==> src/hdl/cas_adc_pkg.sv <==
// Cassette ADC package with sample, audio and counter types plus default sizes
package cas_adc_pkg;

	//////////////////////////////////////////////////
	// Data types
	//////////////////////////////////////////////////

	// One conversion from the 12-bit audio ADC
	typedef logic [11:0] adc_sample_t;

	// Sound level coming from the machine core
	typedef logic [11:0] machine_sound_t;

	// Assembled word for the audio sink
	// Speaker bit on top, then sound, then three zero bits
	typedef logic [15:0] audio_word_t;

	// Dropped-sample counter, saturates at all ones
	typedef logic [15:0] drop_count_t;

	//////////////////////////////////////////////////
	// Defaults and constants
	//////////////////////////////////////////////////

	// 2^9 = 512 samples in the averaging window
	// Roughly a 100 Hz high-pass at 48 kHz sampling
	localparam int DEFAULT_WINDOW_LOG2 = 9;

	// Input queue depth in the window buffer
	// Same value is the producer's credit count after reset
	localparam int DEFAULT_QUEUE_DEPTH = 4;

	// Hysteresis distance around the running average
	// 100 counts is about 0.1 V on the ADC input
	localparam int THRESHOLD = 100;

endpackage

==> src/hdl/cassette_slicer.sv <==
// Cassette slicer with running average, hysteresis bit and audio word output under back-pressure
module cassette_slicer #(
	parameter int WINDOW_LOG2 = 9
) (
	input  logic                        clk_sys,
	input  logic                        i_reset,
	input  logic                        i_valid,
	input  cas_adc_pkg::adc_sample_t    i_new_sample,
	input  cas_adc_pkg::adc_sample_t    i_old_sample,
	input  cas_adc_pkg::machine_sound_t i_sound,
	input  logic                        i_snd_bit,
	input  logic                        i_monitor,
	input  logic                        i_audio_ready,
	output logic                        o_ready,
	output cas_adc_pkg::audio_word_t    o_audio,
	output logic                        o_audio_valid,
	output logic                        o_cas_bit
);
	import cas_adc_pkg::*;

	localparam int SW    = $bits(adc_sample_t);
	localparam int SUM_W = SW + WINDOW_LOG2;
	// Two spare bits so avg +/- THRESHOLD never wraps
	localparam int CMP_W = SW + 2;

	logic [SUM_W-1:0]        sum_q;
	logic [SUM_W-1:0]        sum_next;
	adc_sample_t             avg;
	logic signed [CMP_W-1:0] smp_s;
	logic signed [CMP_W-1:0] lo_s;
	logic signed [CMP_W-1:0] hi_s;
	logic                    cas_q;
	logic                    cas_next;
	audio_word_t             word_next;

	//////////////////////////////////////////////////
	// Running sum and average
	//////////////////////////////////////////////////

	// Average from the sum before this sample goes in
	assign avg = adc_sample_t'(sum_q >> WINDOW_LOG2);

	// Add the newcomer, remove the sample leaving the window
	assign sum_next = sum_q + SUM_W'(i_new_sample) - SUM_W'(i_old_sample);

	//////////////////////////////////////////////////
	// Hysteresis slicer
	//////////////////////////////////////////////////

	assign smp_s = $signed(CMP_W'(i_new_sample));
	assign lo_s  = $signed(CMP_W'(avg)) - $signed(CMP_W'(THRESHOLD));
	assign hi_s  = $signed(CMP_W'(avg)) + $signed(CMP_W'(THRESHOLD));

	// Low swing sets the bit, high swing clears it
	// Inverted polarity, as on the original machine
	always_comb
	begin
		cas_next = cas_q;
		if (smp_s < lo_s)
			cas_next = 1'b1;
		else if (smp_s > hi_s)
			cas_next = 1'b0;
	end

	// Speaker loudest, then machine sound
	// Monitored tape bit sits low in the mix at sound bit 5
	assign word_next = {i_snd_bit, i_sound[11:6], i_sound[5] ^ (cas_next & i_monitor),
		i_sound[4:0], 3'b000};

	//////////////////////////////////////////////////
	// Output register and handshake
	//////////////////////////////////////////////////

	// Nothing in flight and the output is free or leaving now
	assign o_ready = !i_valid && (!o_audio_valid || i_audio_ready);

	always_ff @(posedge clk_sys)
	begin
		if (i_reset)
		begin
			sum_q         <= '0;
			cas_q         <= 1'b0;
			o_audio_valid <= 1'b0;
		end
		else if (i_valid)
		begin
			sum_q         <= sum_next;
			cas_q         <= cas_next;
			o_audio_valid <= 1'b1;
		end
		else if (i_audio_ready)
			o_audio_valid <= 1'b0;
	end

	always_ff @(posedge clk_sys)
	begin
		if (i_valid)
			o_audio <= word_next;
	end

	assign o_cas_bit = cas_q;

	// Word holds until the sink takes it
	a_audio_stable: assert property (@(posedge clk_sys) disable iff (i_reset)
		(o_audio_valid && !i_audio_ready) |=> (o_audio_valid && $stable(o_audio)));

	// Buffer only delivers into an empty output register
	a_accept_when_free: assert property (@(posedge clk_sys) disable iff (i_reset)
		i_valid |-> !o_audio_valid);

endmodule

==> config.mk <==
export PLATFORM = sky130hd
export DESIGN_NAME = cassette_slicer
export DESIGN_NICKNAME = d
export VERILOG_FILES = /design/src/hdl/cas_adc_pkg.sv /design/src/hdl/cassette_slicer.sv
export SDC_FILE = /design/constraint.sdc
export NUM_CORES = 1
export LEC_CHECK = 0
export BUFFER_PORTS_ARGS = -buffer_cell sky130_fd_sc_hd__buf_4
export CAP_MARGIN = 20
export CORE_AREA = 2 2 82 84
export CTS_BUF_LIST = sky130_fd_sc_hd__clkbuf_8
export DETAILED_ROUTE_END_ITERATION = 12
export DIE_AREA = 0 0 84 86
export PLACE_DENSITY_LB_ADDON = 0.08
export RECOVER_POWER = 50
export SKIP_LAST_GASP = 1
export SLEW_MARGIN = 10
export SYNTH_ARGS = -nofsm -noshare
export SYNTH_HDL_FRONTEND = slang
export SYNTH_SLANG_ARGS = --single-unit
==> constraint.sdc <==
create_clock -name clk_sys -period 3.5 [get_ports clk_sys]
set_input_delay 0.7 -clock clk_sys [delete_from_list [all_inputs] [get_ports clk_sys]]
set_output_delay 0.7 -clock clk_sys [all_outputs]
set_load 0.02 [all_outputs]
==> flow_metrics.env <==
export IMPL_grt_max_degree=27
export IMPL_io_pins=61
export IMPL_nNetsFinal=597
export IMPL_postCtsSetupBuffers=0
export IMPL_critPathBufInv=3
export IMPL_critPathSlowestCell="or4_1"
export IMPL_via_count=3020
export IMPL_drive_above_1_share=0.140
export IMPL_path_cells="buf_4 > inv_1 > fa_1 > inv_1 > ha_1 > o211ai_2 > a21oi_1 > o41a_1 > a21oi_2 > nor3_1 > or4_1 > a31oi_1"
export IMPL_wl_per_cell_um=15.0
export IMPL_synth_edff_count=13
export IMPL_wl_met3_um=458
export IMPL_top_layer_used="met4"
export IMPL_final_core_util=0.674
export IMPL_synth_most_common_cell="inv_1"
export IMPL_hp_class="flip-flop to flip-flop"
export IMPL_ir_drop_mv=0.539
export IMPL_firstDrtPassIters=4
export IMPL_num_fill_cells=544
export IMPL_synth_area_top_cells="ha_1, dfxtp_1, edfxtp_1, inv_1, fa_1"
export IMPL_core_um2=6280
export IMPL_grt_overflow=0
export IMPL_p_int_mw=1.85
export IMPL_clk_pin_slew_ps=80
export IMPL_power_density_nw_per_um2=818
export IMPL_fin_cells=557
export IMPL_globalRouteTotalUtil=0.247
export IMPL_clk_path_buf_depth=2
export IMPL_maxSlewHeadroom=0.118
export IMPL_fin_crit_ps=3210
export IMPL_hold_viol_final=0
export IMPL_syn2layout_area_growth_pct=16.2
export IMPL_cp_top_family="compound AO/OA/AOI/OAI gates"
export IMPL_setup_ws_ps=291
export IMPL_cts_made_buffers=5
export IMPL_drc=0
export IMPL_start_util=0.580
export IMPL_seq_power_share=0.190
export IMPL_yosys_warnings=0
export IMPL_worstSetupPathType="primary input to flip-flop"
export IMPL_antenna_left=0
export IMPL_power_total_mw=3.46
export IMPL_n_antenna_cell=0
export IMPL_wirelength_um=8360
export IMPL_cts_resized=0
export IMPL_required_ps=3730
export IMPL_netlist_cell_type_count=53
export IMPL_critPathLaunchType="primary input"
export IMPL_holdBufCountCts=0
export IMPL_switching_share=0.466
export IMPL_drv_cap=0
export IMPL_cp_arrival_ps=3440
export IMPL_wl_met1_um=3640
export IMPL_ys_ff_latch=36
export IMPL_async_flop_share=0
export IMPL_critPathMaxStageDelay_ps=530
export IMPL_insertion_delay_ps=300
export IMPL_hpwl_um=6700
export IMPL_io_buffers=57
export IMPL_cts_tree="built"
export IMPL_grt_pass1_vias=3054
export IMPL_wl_met2_um=4100
export IMPL_synth_top_area_cell="ha_1"
export IMPL_std_cell_rows=29
export IMPL_routed_via_density=5.42
export IMPL_synth_area_um2=3640
export IMPL_avgSynthCellArea_um2=8.65
export IMPL_crit_top_cell="inv_1"
export IMPL_synth_top_area_share=0.220
export IMPL_fin_crit_sh=0.917
export IMPL_fin_skew_ps=8.14
export IMPL_die_area_um2=7220
export IMPL_critical_path_max_fanout=3
export IMPL_p_leak_nw=2.07
export IMPL_worstMarginPinSlew_ps=1320
export IMPL_synth_common_cells="inv_1, ha_1, a21oi_1"
export IMPL_cts_root_buffer="clkbuf_8"
export IMPL_dp_slack_ps=15.7
export IMPL_htree_levels=2
export IMPL_placed_cells=549
export IMPL_outcome="completed"
export IMPL_timing_fmax_ghz=0.312
export IMPL_finalSetupTns_ps=0
export IMPL_rsz0062_at_grt="false"
export IMPL_finalMaxSlewViolations=0
export IMPL_ys_flop_type="dfxtp_1"
export IMPL_grt_first_pass_wirelength_um=14400
export IMPL_clock_sinks=36
export IMPL_clock_power_share=0.109
export IMPL_place_gp_congestion=0.845
export IMPL_combinationalPowerShare=0.700
export IMPL_seq_area_frac_synth=0.234
export IMPL_chipWidth_um=84
export IMPL_antenna_found_initial=0
export IMPL_drt_iter0_drc=113
export IMPL_endpoint_kind="flip-flop"
export IMPL_die_y_um=86
export IMPL_p_sw_mw=1.62
export IMPL_setup_viol=0
export IMPL_syn_inst=421
[metrics by stage]
step           hold slack [ps]  area [um^2]
2_1_floorplan              446         3650
3_3_place_gp               456         4150
3_5_place_dp               466         4150
4_1_cts                    479         4260
5_1_grt                    521         4230
6_report                   475         4230
[layout make-up]
cell class	count	area [um^2]	share of cell area
Sequential cell	36	851	0.201
Clock inverter	3	42.5	0.0101
Tap cell	77	96.3	0.0228
Multi-Input combinational cell	306	2480	0.587
Timing Repair Buffer	61	432	0.102
Inverter	69	259	0.0612
Clock buffer	5	68.8	0.0163
[power groups by stage]
stage	registers, mW	logic (mW)	clock network (mW)
after global placement	0.661	2.36	0
final	0.659	2.43	0.379
after CTS	0.659	2.43	0.386
after floorplan	0.676	1.83	0
after detailed placement	0.667	2.40	0
after global routing	0.675	2.78	0.397
[per-layer routing]
metal / vias up / global-route usage
met5: - / 0
met4: 0 / 0.0572
met3: 12 / 0.0375
met2: 79 / 0.449
met1: 1396 / 0.311
li1: 1533 / -
[path summary, 6_finish.rpt]
kind / cells past startpoint / endpoint / from / slack [ps]
max reg2reg: 12 / o_audio[8] / sum_q[13] / 320
min: 2 / sum_q[7] / sum_q[7] / 480
min reg2reg: 2 / sum_q[7] / sum_q[7] / 480
max: 12 / sum_q[18] / i_new_sample[3] / 290
[registers in the layout, summed over array words and instances (netlist names)]
signal,flops
o_cas_bit,1
o_audio,13
o_audio_valid,1
sum_q,21
[placed cells by master (no fill, tap or decap), types with 2 or more instances in the layout]
master / n
clkbuf_1: 7
a21oi_1: 31
nand2_1: 24
clkbuf_4: 12
mux2i_1: 9
a211oi_1: 6
and3_1: 2
ha_1: 64
a21o_1: 10
nor2_1: 25
edfxtp_1: 13
o31ai_1: 2
nand2b_1: 14
nor3_1: 3
o22ai_1: 3
o2111ai_1: 2
nand4_1: 2
xor2_1: 5
o21ai_0: 11
nand3_1: 11
xnor2_1: 27
conb_1: 3
inv_1: 69
o21bai_1: 2
and2_1: 3
a31oi_1: 3
o211ai_1: 3
nor2b_1: 5
clkbuf_8: 5
a21boi_0: 3
dfxtp_1: 23
buf_4: 42
fa_1: 12
[worst register-to-register path, cell delays in order, from the launching register on]
cell and delay (ps):
dfxtp_1 550, inv_1 170, ha_1 240, a21o_1 180, a21oi_1 290, nand2_1 110
xnor2_1 170, ha_1 270, a21o_1 180, a221oi_1 290, and3_1 220, o21ai_0 110
xnor2_1 140
[cells by family (layout without fill, tap and decap cells)]
group,Yosys count,in the layout,synth area share
AND/OR/NAND/NOR,96,96,0.129
flip-flops,36,36,0.234
buffers and inverters,81,138,0.0866
other,1,3,0.00103
multiplexers,9,9,0.0247
XOR/XNOR,32,32,0.0769
adder cells (fa/ha/maj),76,76,0.286
AO/OA/AOI/OAI,90,90,0.162
Note: power is estimated with default switching activity, not from simulation.
