File: src/hdl/cas_adc_pkg.sv
// Cassette ADC package with sample, audio and counter types plus default sizes
package cas_adc_pkg;

	//////////////////////////////////////////////////
	// Data types
	//////////////////////////////////////////////////

	// One conversion from the 12-bit audio ADC
	typedef logic [11:0] adc_sample_t;

	// Sound level coming from the machine core
	typedef logic [11:0] machine_sound_t;

	// Assembled word for the audio sink
	// Speaker bit on top, then sound, then three zero bits
	typedef logic [15:0] audio_word_t;

	// Dropped-sample counter, saturates at all ones
	typedef logic [15:0] drop_count_t;

	//////////////////////////////////////////////////
	// Defaults and constants
	//////////////////////////////////////////////////

	// 2^9 = 512 samples in the averaging window
	// Roughly a 100 Hz high-pass at 48 kHz sampling
	localparam int DEFAULT_WINDOW_LOG2 = 9;

	// Input queue depth in the window buffer
	// Same value is the producer's credit count after reset
	localparam int DEFAULT_QUEUE_DEPTH = 4;

	// Hysteresis distance around the running average
	// 100 counts is about 0.1 V on the ADC input
	localparam int THRESHOLD = 100;

endpackage

File: src/hdl/cas_sample_if.sv
// Sample link from the ADC capture stage to the window buffer with credit return
interface cas_sample_if;
	import cas_adc_pkg::*;

	// One-cycle strobe, a sample is being handed over
	logic push;

	// Sample payload, valid with push
	adc_sample_t sample;

	// One-cycle strobe, one queue slot has been freed
	logic credit_return;

	// Capture side
	// Spends credits on push, collects them back from the buffer
	modport producer (
		output push,
		output sample,
		input  credit_return
	);

	// Buffer side
	// Accepts pushes, returns a credit per entry moved into the window
	modport buffer (
		input  push,
		input  sample,
		output credit_return
	);

endinterface

File: src/hdl/adc_sample_capture.sv
// ADC capture stage that detects sync toggles, pushes samples on credit and counts drops
module adc_sample_capture #(
	parameter int QUEUE_DEPTH = 4
) (
	input  logic                     clk_sys,
	input  logic                     i_reset,
	input  logic                     i_adc_sync,
	input  cas_adc_pkg::adc_sample_t i_adc_data,
	cas_sample_if.producer           smp,
	output cas_adc_pkg::drop_count_t o_drop_count
);
	import cas_adc_pkg::*;

	localparam int CW = $clog2(QUEUE_DEPTH + 1);

	logic              sync_q;
	logic              sync_d;
	adc_sample_t       data_q;
	logic [CW-1:0]     credits;
	logic              toggle;
	logic              have_credit;
	logic              push_fire;

	//////////////////////////////////////////////////
	// Sync line and data capture
	//////////////////////////////////////////////////

	// Either edge of the sync line marks a new conversion
	assign toggle = sync_q ^ sync_d;
	assign have_credit = (credits != '0);
	assign push_fire = toggle && have_credit;

	// Load both stages from the line in reset
	// Avoids a false toggle when the line idles high
	always_ff @(posedge clk_sys)
	begin
		if (i_reset)
		begin
			sync_q <= i_adc_sync;
			sync_d <= i_adc_sync;
		end
		else
		begin
			sync_q <= i_adc_sync;
			sync_d <= sync_q;
		end
	end

	// Data registered alongside the sync line
	always_ff @(posedge clk_sys)
	begin
		data_q <= i_adc_data;
		if (push_fire)
			smp.sample <= data_q;
	end

	//////////////////////////////////////////////////
	// Credits and push
	//////////////////////////////////////////////////

	always_ff @(posedge clk_sys)
	begin
		if (i_reset)
		begin
			credits  <= CW'(QUEUE_DEPTH);
			smp.push <= 1'b0;
		end
		else
		begin
			smp.push <= push_fire;
			// Spend a credit on push and regain one on return
			// A push and a return on the same cycle cancel out
			case ({push_fire, smp.credit_return})
				2'b10:   credits <= credits - CW'(1);
				2'b01:   credits <= credits + CW'(1);
				default: credits <= credits;
			endcase
		end
	end

	// Drops happen only when all credits are out
	always_ff @(posedge clk_sys)
	begin
		if (i_reset)
			o_drop_count <= '0;
		else if (toggle && !have_credit && (o_drop_count != '1))
			o_drop_count <= o_drop_count + 1'b1;
	end

	// After a push at least one credit is out with the buffer
	a_push_had_credit: assert property (@(posedge clk_sys) disable iff (i_reset)
		smp.push |-> (credits < CW'(QUEUE_DEPTH)));

	// Buffer never returns more credits than were handed out
	a_credit_bound: assert property (@(posedge clk_sys) disable iff (i_reset)
		(credits <= CW'(QUEUE_DEPTH)) &&
		!(smp.credit_return && (credits == CW'(QUEUE_DEPTH))));

endmodule

File: src/flat_wrapper.sv
// flat-port wrapper written by rule: the top's interface ports become plain ports
module adc_sample_capture_flat import cas_adc_pkg::*;
#(
	parameter int QUEUE_DEPTH = 4
)
  (clk_sys, i_reset, i_adc_sync, i_adc_data, o_drop_count, smp_push, smp_sample, smp_credit_return);
  cas_sample_if smp_i ();
  input  logic clk_sys;
  input  logic i_reset;
  input  logic i_adc_sync;
  input  cas_adc_pkg::adc_sample_t i_adc_data;
  output cas_adc_pkg::drop_count_t o_drop_count;
  output wire logic [$bits(smp_i.push)-1:0] smp_push;
  output wire logic [$bits(smp_i.sample)-1:0] smp_sample;
  input wire logic [$bits(smp_i.credit_return)-1:0] smp_credit_return;
  assign smp_push = smp_i.push;
  assign smp_sample = smp_i.sample;
  assign smp_i.credit_return = smp_credit_return;
  adc_sample_capture #(.QUEUE_DEPTH(QUEUE_DEPTH)) u_core (.clk_sys(clk_sys), .i_reset(i_reset), .i_adc_sync(i_adc_sync), .i_adc_data(i_adc_data), .smp(smp_i), .o_drop_count(o_drop_count));
endmodule
File: config.mk
export PLATFORM = sky130hd
export DESIGN_NAME = adc_sample_capture_flat
export DESIGN_NICKNAME = d
export VERILOG_FILES = /design/src/hdl/cas_adc_pkg.sv /design/src/hdl/cas_sample_if.sv /design/src/hdl/adc_sample_capture.sv /design/src/flat_wrapper.sv
export SDC_FILE = /design/constraint.sdc
export NUM_CORES = 1
export LEC_CHECK = 0
export ABC_AREA = 1
export BUFFER_PORTS_ARGS = -buffer_cell sky130_fd_sc_hd__buf_4
export CORE_UTILIZATION = 37
export CTS_BUF_LIST = sky130_fd_sc_hd__clkbuf_8
export DETAILED_ROUTE_END_ITERATION = 10
export HOLD_SLACK_MARGIN = 0.08
export REMOVE_ABC_BUFFERS = 1
export SLEW_MARGIN = 20
export SYNTH_ARGS = -nofsm -noshare
export SYNTH_HDL_FRONTEND = slang
export SYNTH_SLANG_ARGS = --single-unit
File: constraint.sdc
create_clock -name clk_sys -period 4.6 [get_ports clk_sys]
set_input_delay 0.23 -clock clk_sys [delete_from_list [all_inputs] [get_ports clk_sys]]
set_output_delay 0.23 -clock clk_sys [all_outputs]
set_load 0.03 [all_outputs]
==> summary.md <==
| Metric | Value |
|---|---|
| Cell area after layout | between 2000 and 2500 um2 |
| WL final | 3780 um |
| # DRC | 0 |
| Placed inst area | about 2200 um2 |
| Worst setup path category | reg -> reg |
| Post-DRT Antenna Nets | 0 |
| Setup TNS | 0 ns |
| Synth top area cells | dfxtp_1, edfxtp_1, nand2_1 |
| Startpoint types | flip-flop |
| Hold Crit Class | in -> reg |
| Final setup fails | 0 |
| Clk_skew | about 0.0031 ns |
| Headroom to the max-slew limit | 0.302 |
| Antenna cell count | 0 |
| Area share of the largest cell type after synthesis | 0.371 |
| Crit path time final | 2.60 ns |
| Clock power share | 0.323 |
| Setup crit end kind | flip-flop |
| Cell Area, Synth | 1830 um2 |
| Cell accounting for the most synthesized area | dfxtp_1 |
| Maximum vdd ir drop | around 0.17 mV |
| EDFF count, synth | 12 |
| Gr ovfl total | 0 |
| Die ar. | roughly 5200 um2 |
| Post-DP HPWL | roughly 2700 um |
| R2R Setup Slk | roughly 2 ns |
| Worst Setup EP | u_core.credits[1] |
| Sw power | about 0.00025 W |
| Crit-path most repeated cell | inv_1 |
| Most instantiated library cell after synthesis | nand2_1 |
| Total internal power | about 0.00067 W |
| Layout cell share with drive strength beyond 1 | 0.231 |
| Crit. Startpoint | u_core.credits[0] |
| Slowest CP cell | nor2_1 |
| Peak Freq | slightly below 400 MHz |
| Max Root-Sink Buffers | 2 |
| Vias per cell | 4.44 |
| Sequential fraction of the synthesis area | 0.568 |
| Crit Reg-Reg Endpoint | u_core.credits[1] |
| Cts bufs inserted | 5 |
| WP data required | 4.80 ns |
| Period utilisation layout | 0.565 |
| Post-Place Setup Slack | a little under 2 ns |
| Die W | between 70 and 80 um |
| H-tree depth | 2 |
| Synth Instances | 214 |
| P_leak | 1.03 nW |
| Max_cap viols | 0 |
| GPL Wtd Cong | about 0.84 |
| Clk sinks | 46 |
| Setup slack after layout | roughly 2 ns |
| Slew Viols, Final | 0 |
| Final core utilization | 0.521 |
| Placeable Area | ~4800 um2 |
| Largest net degree at the start of global routing | 15 |
| CTS tree | built |
| Cell count after placement | ~320 |
| Root Buffer Master | clkbuf_8 |
| Number of setup buffers added after CTS | 0 |
| Area grow syn2layout | 35.1% |
| Synth warnings | 0 |
| Via count | between 1500 and 2000 |
| Gr usage total | 0.155 |
| Clock Latency Late Sink | about 0.3 ns |
| Sequential share of power | 0.509 |
| Distinct cells, synth | 23 |
| Number of top-level pins | 45 |
| Non-filler cells, final | ~340 |
| Initial antenna violation count | 0 |
| Flops & latches, synth | 46 |
| Post-synth top cells | nand2_1, nor2_1, dfxtp_1 |
| Final hold vios | 0 |
| Drt first pass iters | 4 |
| Worst-path clk slew | about 0.080 ns |
| Total Nets Final | about 300 |
| Cell Chain, Critical Path | inv_1 -> nand2_1 -> inv_1 -> nor2_1 -> inv_1 -> ha_1 -> inv_1 -> fa_1 -> o21ai_0 -> nor2_1 |
| Num rows | 25 |
| Die Ht | around 72 um |
| First-pass GRT wire length | 5940 um |
| Filler cell count in the final layout | 470 |
| Ys async rst share | 0 |
| Slew @ Worst Pin | 1.04 ns |
| RSZ-0062 raised after global routing | false |
| Wire per inst | between 10 and 15 um |
| Initial Utilization | 0.386 |
| Max incr delay on CP | roughly 0.78 ns |
| Worst Path Max Fanout | 13 |
| R2r startpoint | u_core.credits[0] |
| # port buffers | 44 |
| Combinational power share | 0.168 |
| Vias in the first global route | 1300 |
| Syn Area/Cell | 8.57 um2 |
| PD cells | 372 nW/um2 |
| Switching part of the total | 0.270 |
| Worst reg2reg path depth | 10 |
| Initial DRC Count | between 70 and 80 |
| CP arrival | between 2 and 3 ns |
| Status | finished clean |
| Main flop type after synthesis | dfxtp_1 |
cell usage in the layout (no fill, tap or decap), types with 2 or more instances in the layout:
| cell type | Yosys | final |
|---|---|---|
| dfxtp_1 | 34 | 34 |
| nor2_4 | 3 | 3 |
| o21ai_0 | 5 | 5 |
| edfxtp_1 | 12 | 12 |
| nand2_2 | 3 | 3 |
| ha_1 | 2 | 2 |
| clkbuf_8 | 0 | 5 |
| nand4_1 | 3 | 3 |
| inv_1 | 19 | 20 |
| dlygate4sd3_1 | 0 | 13 |
| nor2_2 | 3 | 3 |
| buf_4 | 1 | 44 |
| nor2_1 | 37 | 37 |
| a21oi_1 | 16 | 16 |
| nand2_1 | 55 | 55 |
| nand3_1 | 12 | 12 |
repair_timing:
action                                 4_1_cts  5_1_grt
setup endpoints to repair                    0        0
gates resized for setup                      0        0
endpoints found under the hold margin       13        0
hold buffers                                13        0
how the worst min path moves through the flow:
stage | start | end | slack, ns | depth (start not counted)
floorplan | i_adc_data[0] | u_core.data_q[0] | 0.26 | 0
global route | i_reset | u_core.o_drop_count[8] | 0.20 | 2
detailed placement | i_adc_data[9] | u_core.data_q[9] | 0.34 | 1
finish | i_reset | u_core.o_drop_count[6] | 0.20 | 2
CTS | i_reset | u_core.o_drop_count[8] | 0.20 | 2
global placement | i_adc_data[6] | u_core.data_q[6] | 0.33 | 1
power groups by stage:
stage,sequential (W),combinational (W),clock (W)
after global placement,0.000477,0.000144,0
after detailed placement,0.000478,0.000148,0
after floorplan,0.000513,0.0000566,0
final,0.000469,0.000154,0.000298
after global routing,0.000472,0.000170,0.000322
after CTS,0.000469,0.000157,0.000306
cells by family (layout without fill, tap and decap cells):
group,after synthesis,after routing,synth area share
adders and majority gates,3,3,0.0246
xor gates and xnor gates,2,2,0.00955
buffers and inverters,22,85,0.0471
and+or+nand+nor,118,118,0.282
DFF,46,46,0.568
AOI/OAI and AO/OA,23,23,0.0689
per-layer routing:
| metal | wire length [um] | global-route usage | vias to the layer above |
|---|---|---|---|
| li1 | - | - | 810 |
| met1 | 1790 | 0.199 | 679 |
| met2 | 1760 | 0.241 | 32 |
| met3 | 171 | 0.0431 | 6 |
| met4 | 63 | 0.0719 | 0 |
| met5 | 0 | 0 | - |
cell type report:
type	count	area [um2]	area share
sequential	46	1040	0.420
multi-input combinational	146	707	0.285
timing repair buffer	57	460	0.186
tap	67	83.8	0.0338
inverter	20	75.1	0.0303
clock buffer	5	68.8	0.0278
clock inverter	3	41.3	0.0167
stage by stage:
step,hold WS (ns),power [W]
5_1_grt,0.196,0.000965
3_3_place_gp,0.335,0.000621
2_1_floorplan,0.258,0.000570
6_report,0.197,0.000921
4_1_cts,0.196,0.000933
3_5_place_dp,0.336,0.000626
critical path: cells and delay by family, from the launching register on:
| family | cells | cell delay (ns) |
|---|---|---|
| simple gates | 3 | 0.95 |
| compound gates | 1 | 0.16 |
| flops | 1 | 0.37 |
| buf+inv | 4 | 0.37 |
| fa+ha+maj | 2 | 0.65 |
state kept, by name, summed over array words and instances, names as in the netlist:
register             cells
u_core.sync_q            1
u_core.data_q           12
u_core.sync_d            1
u_core.smp.sample       12
u_core.smp.push          1
u_core.credits           3
u_core.o_drop_count     16
Power figures use the tool's default switching activity.
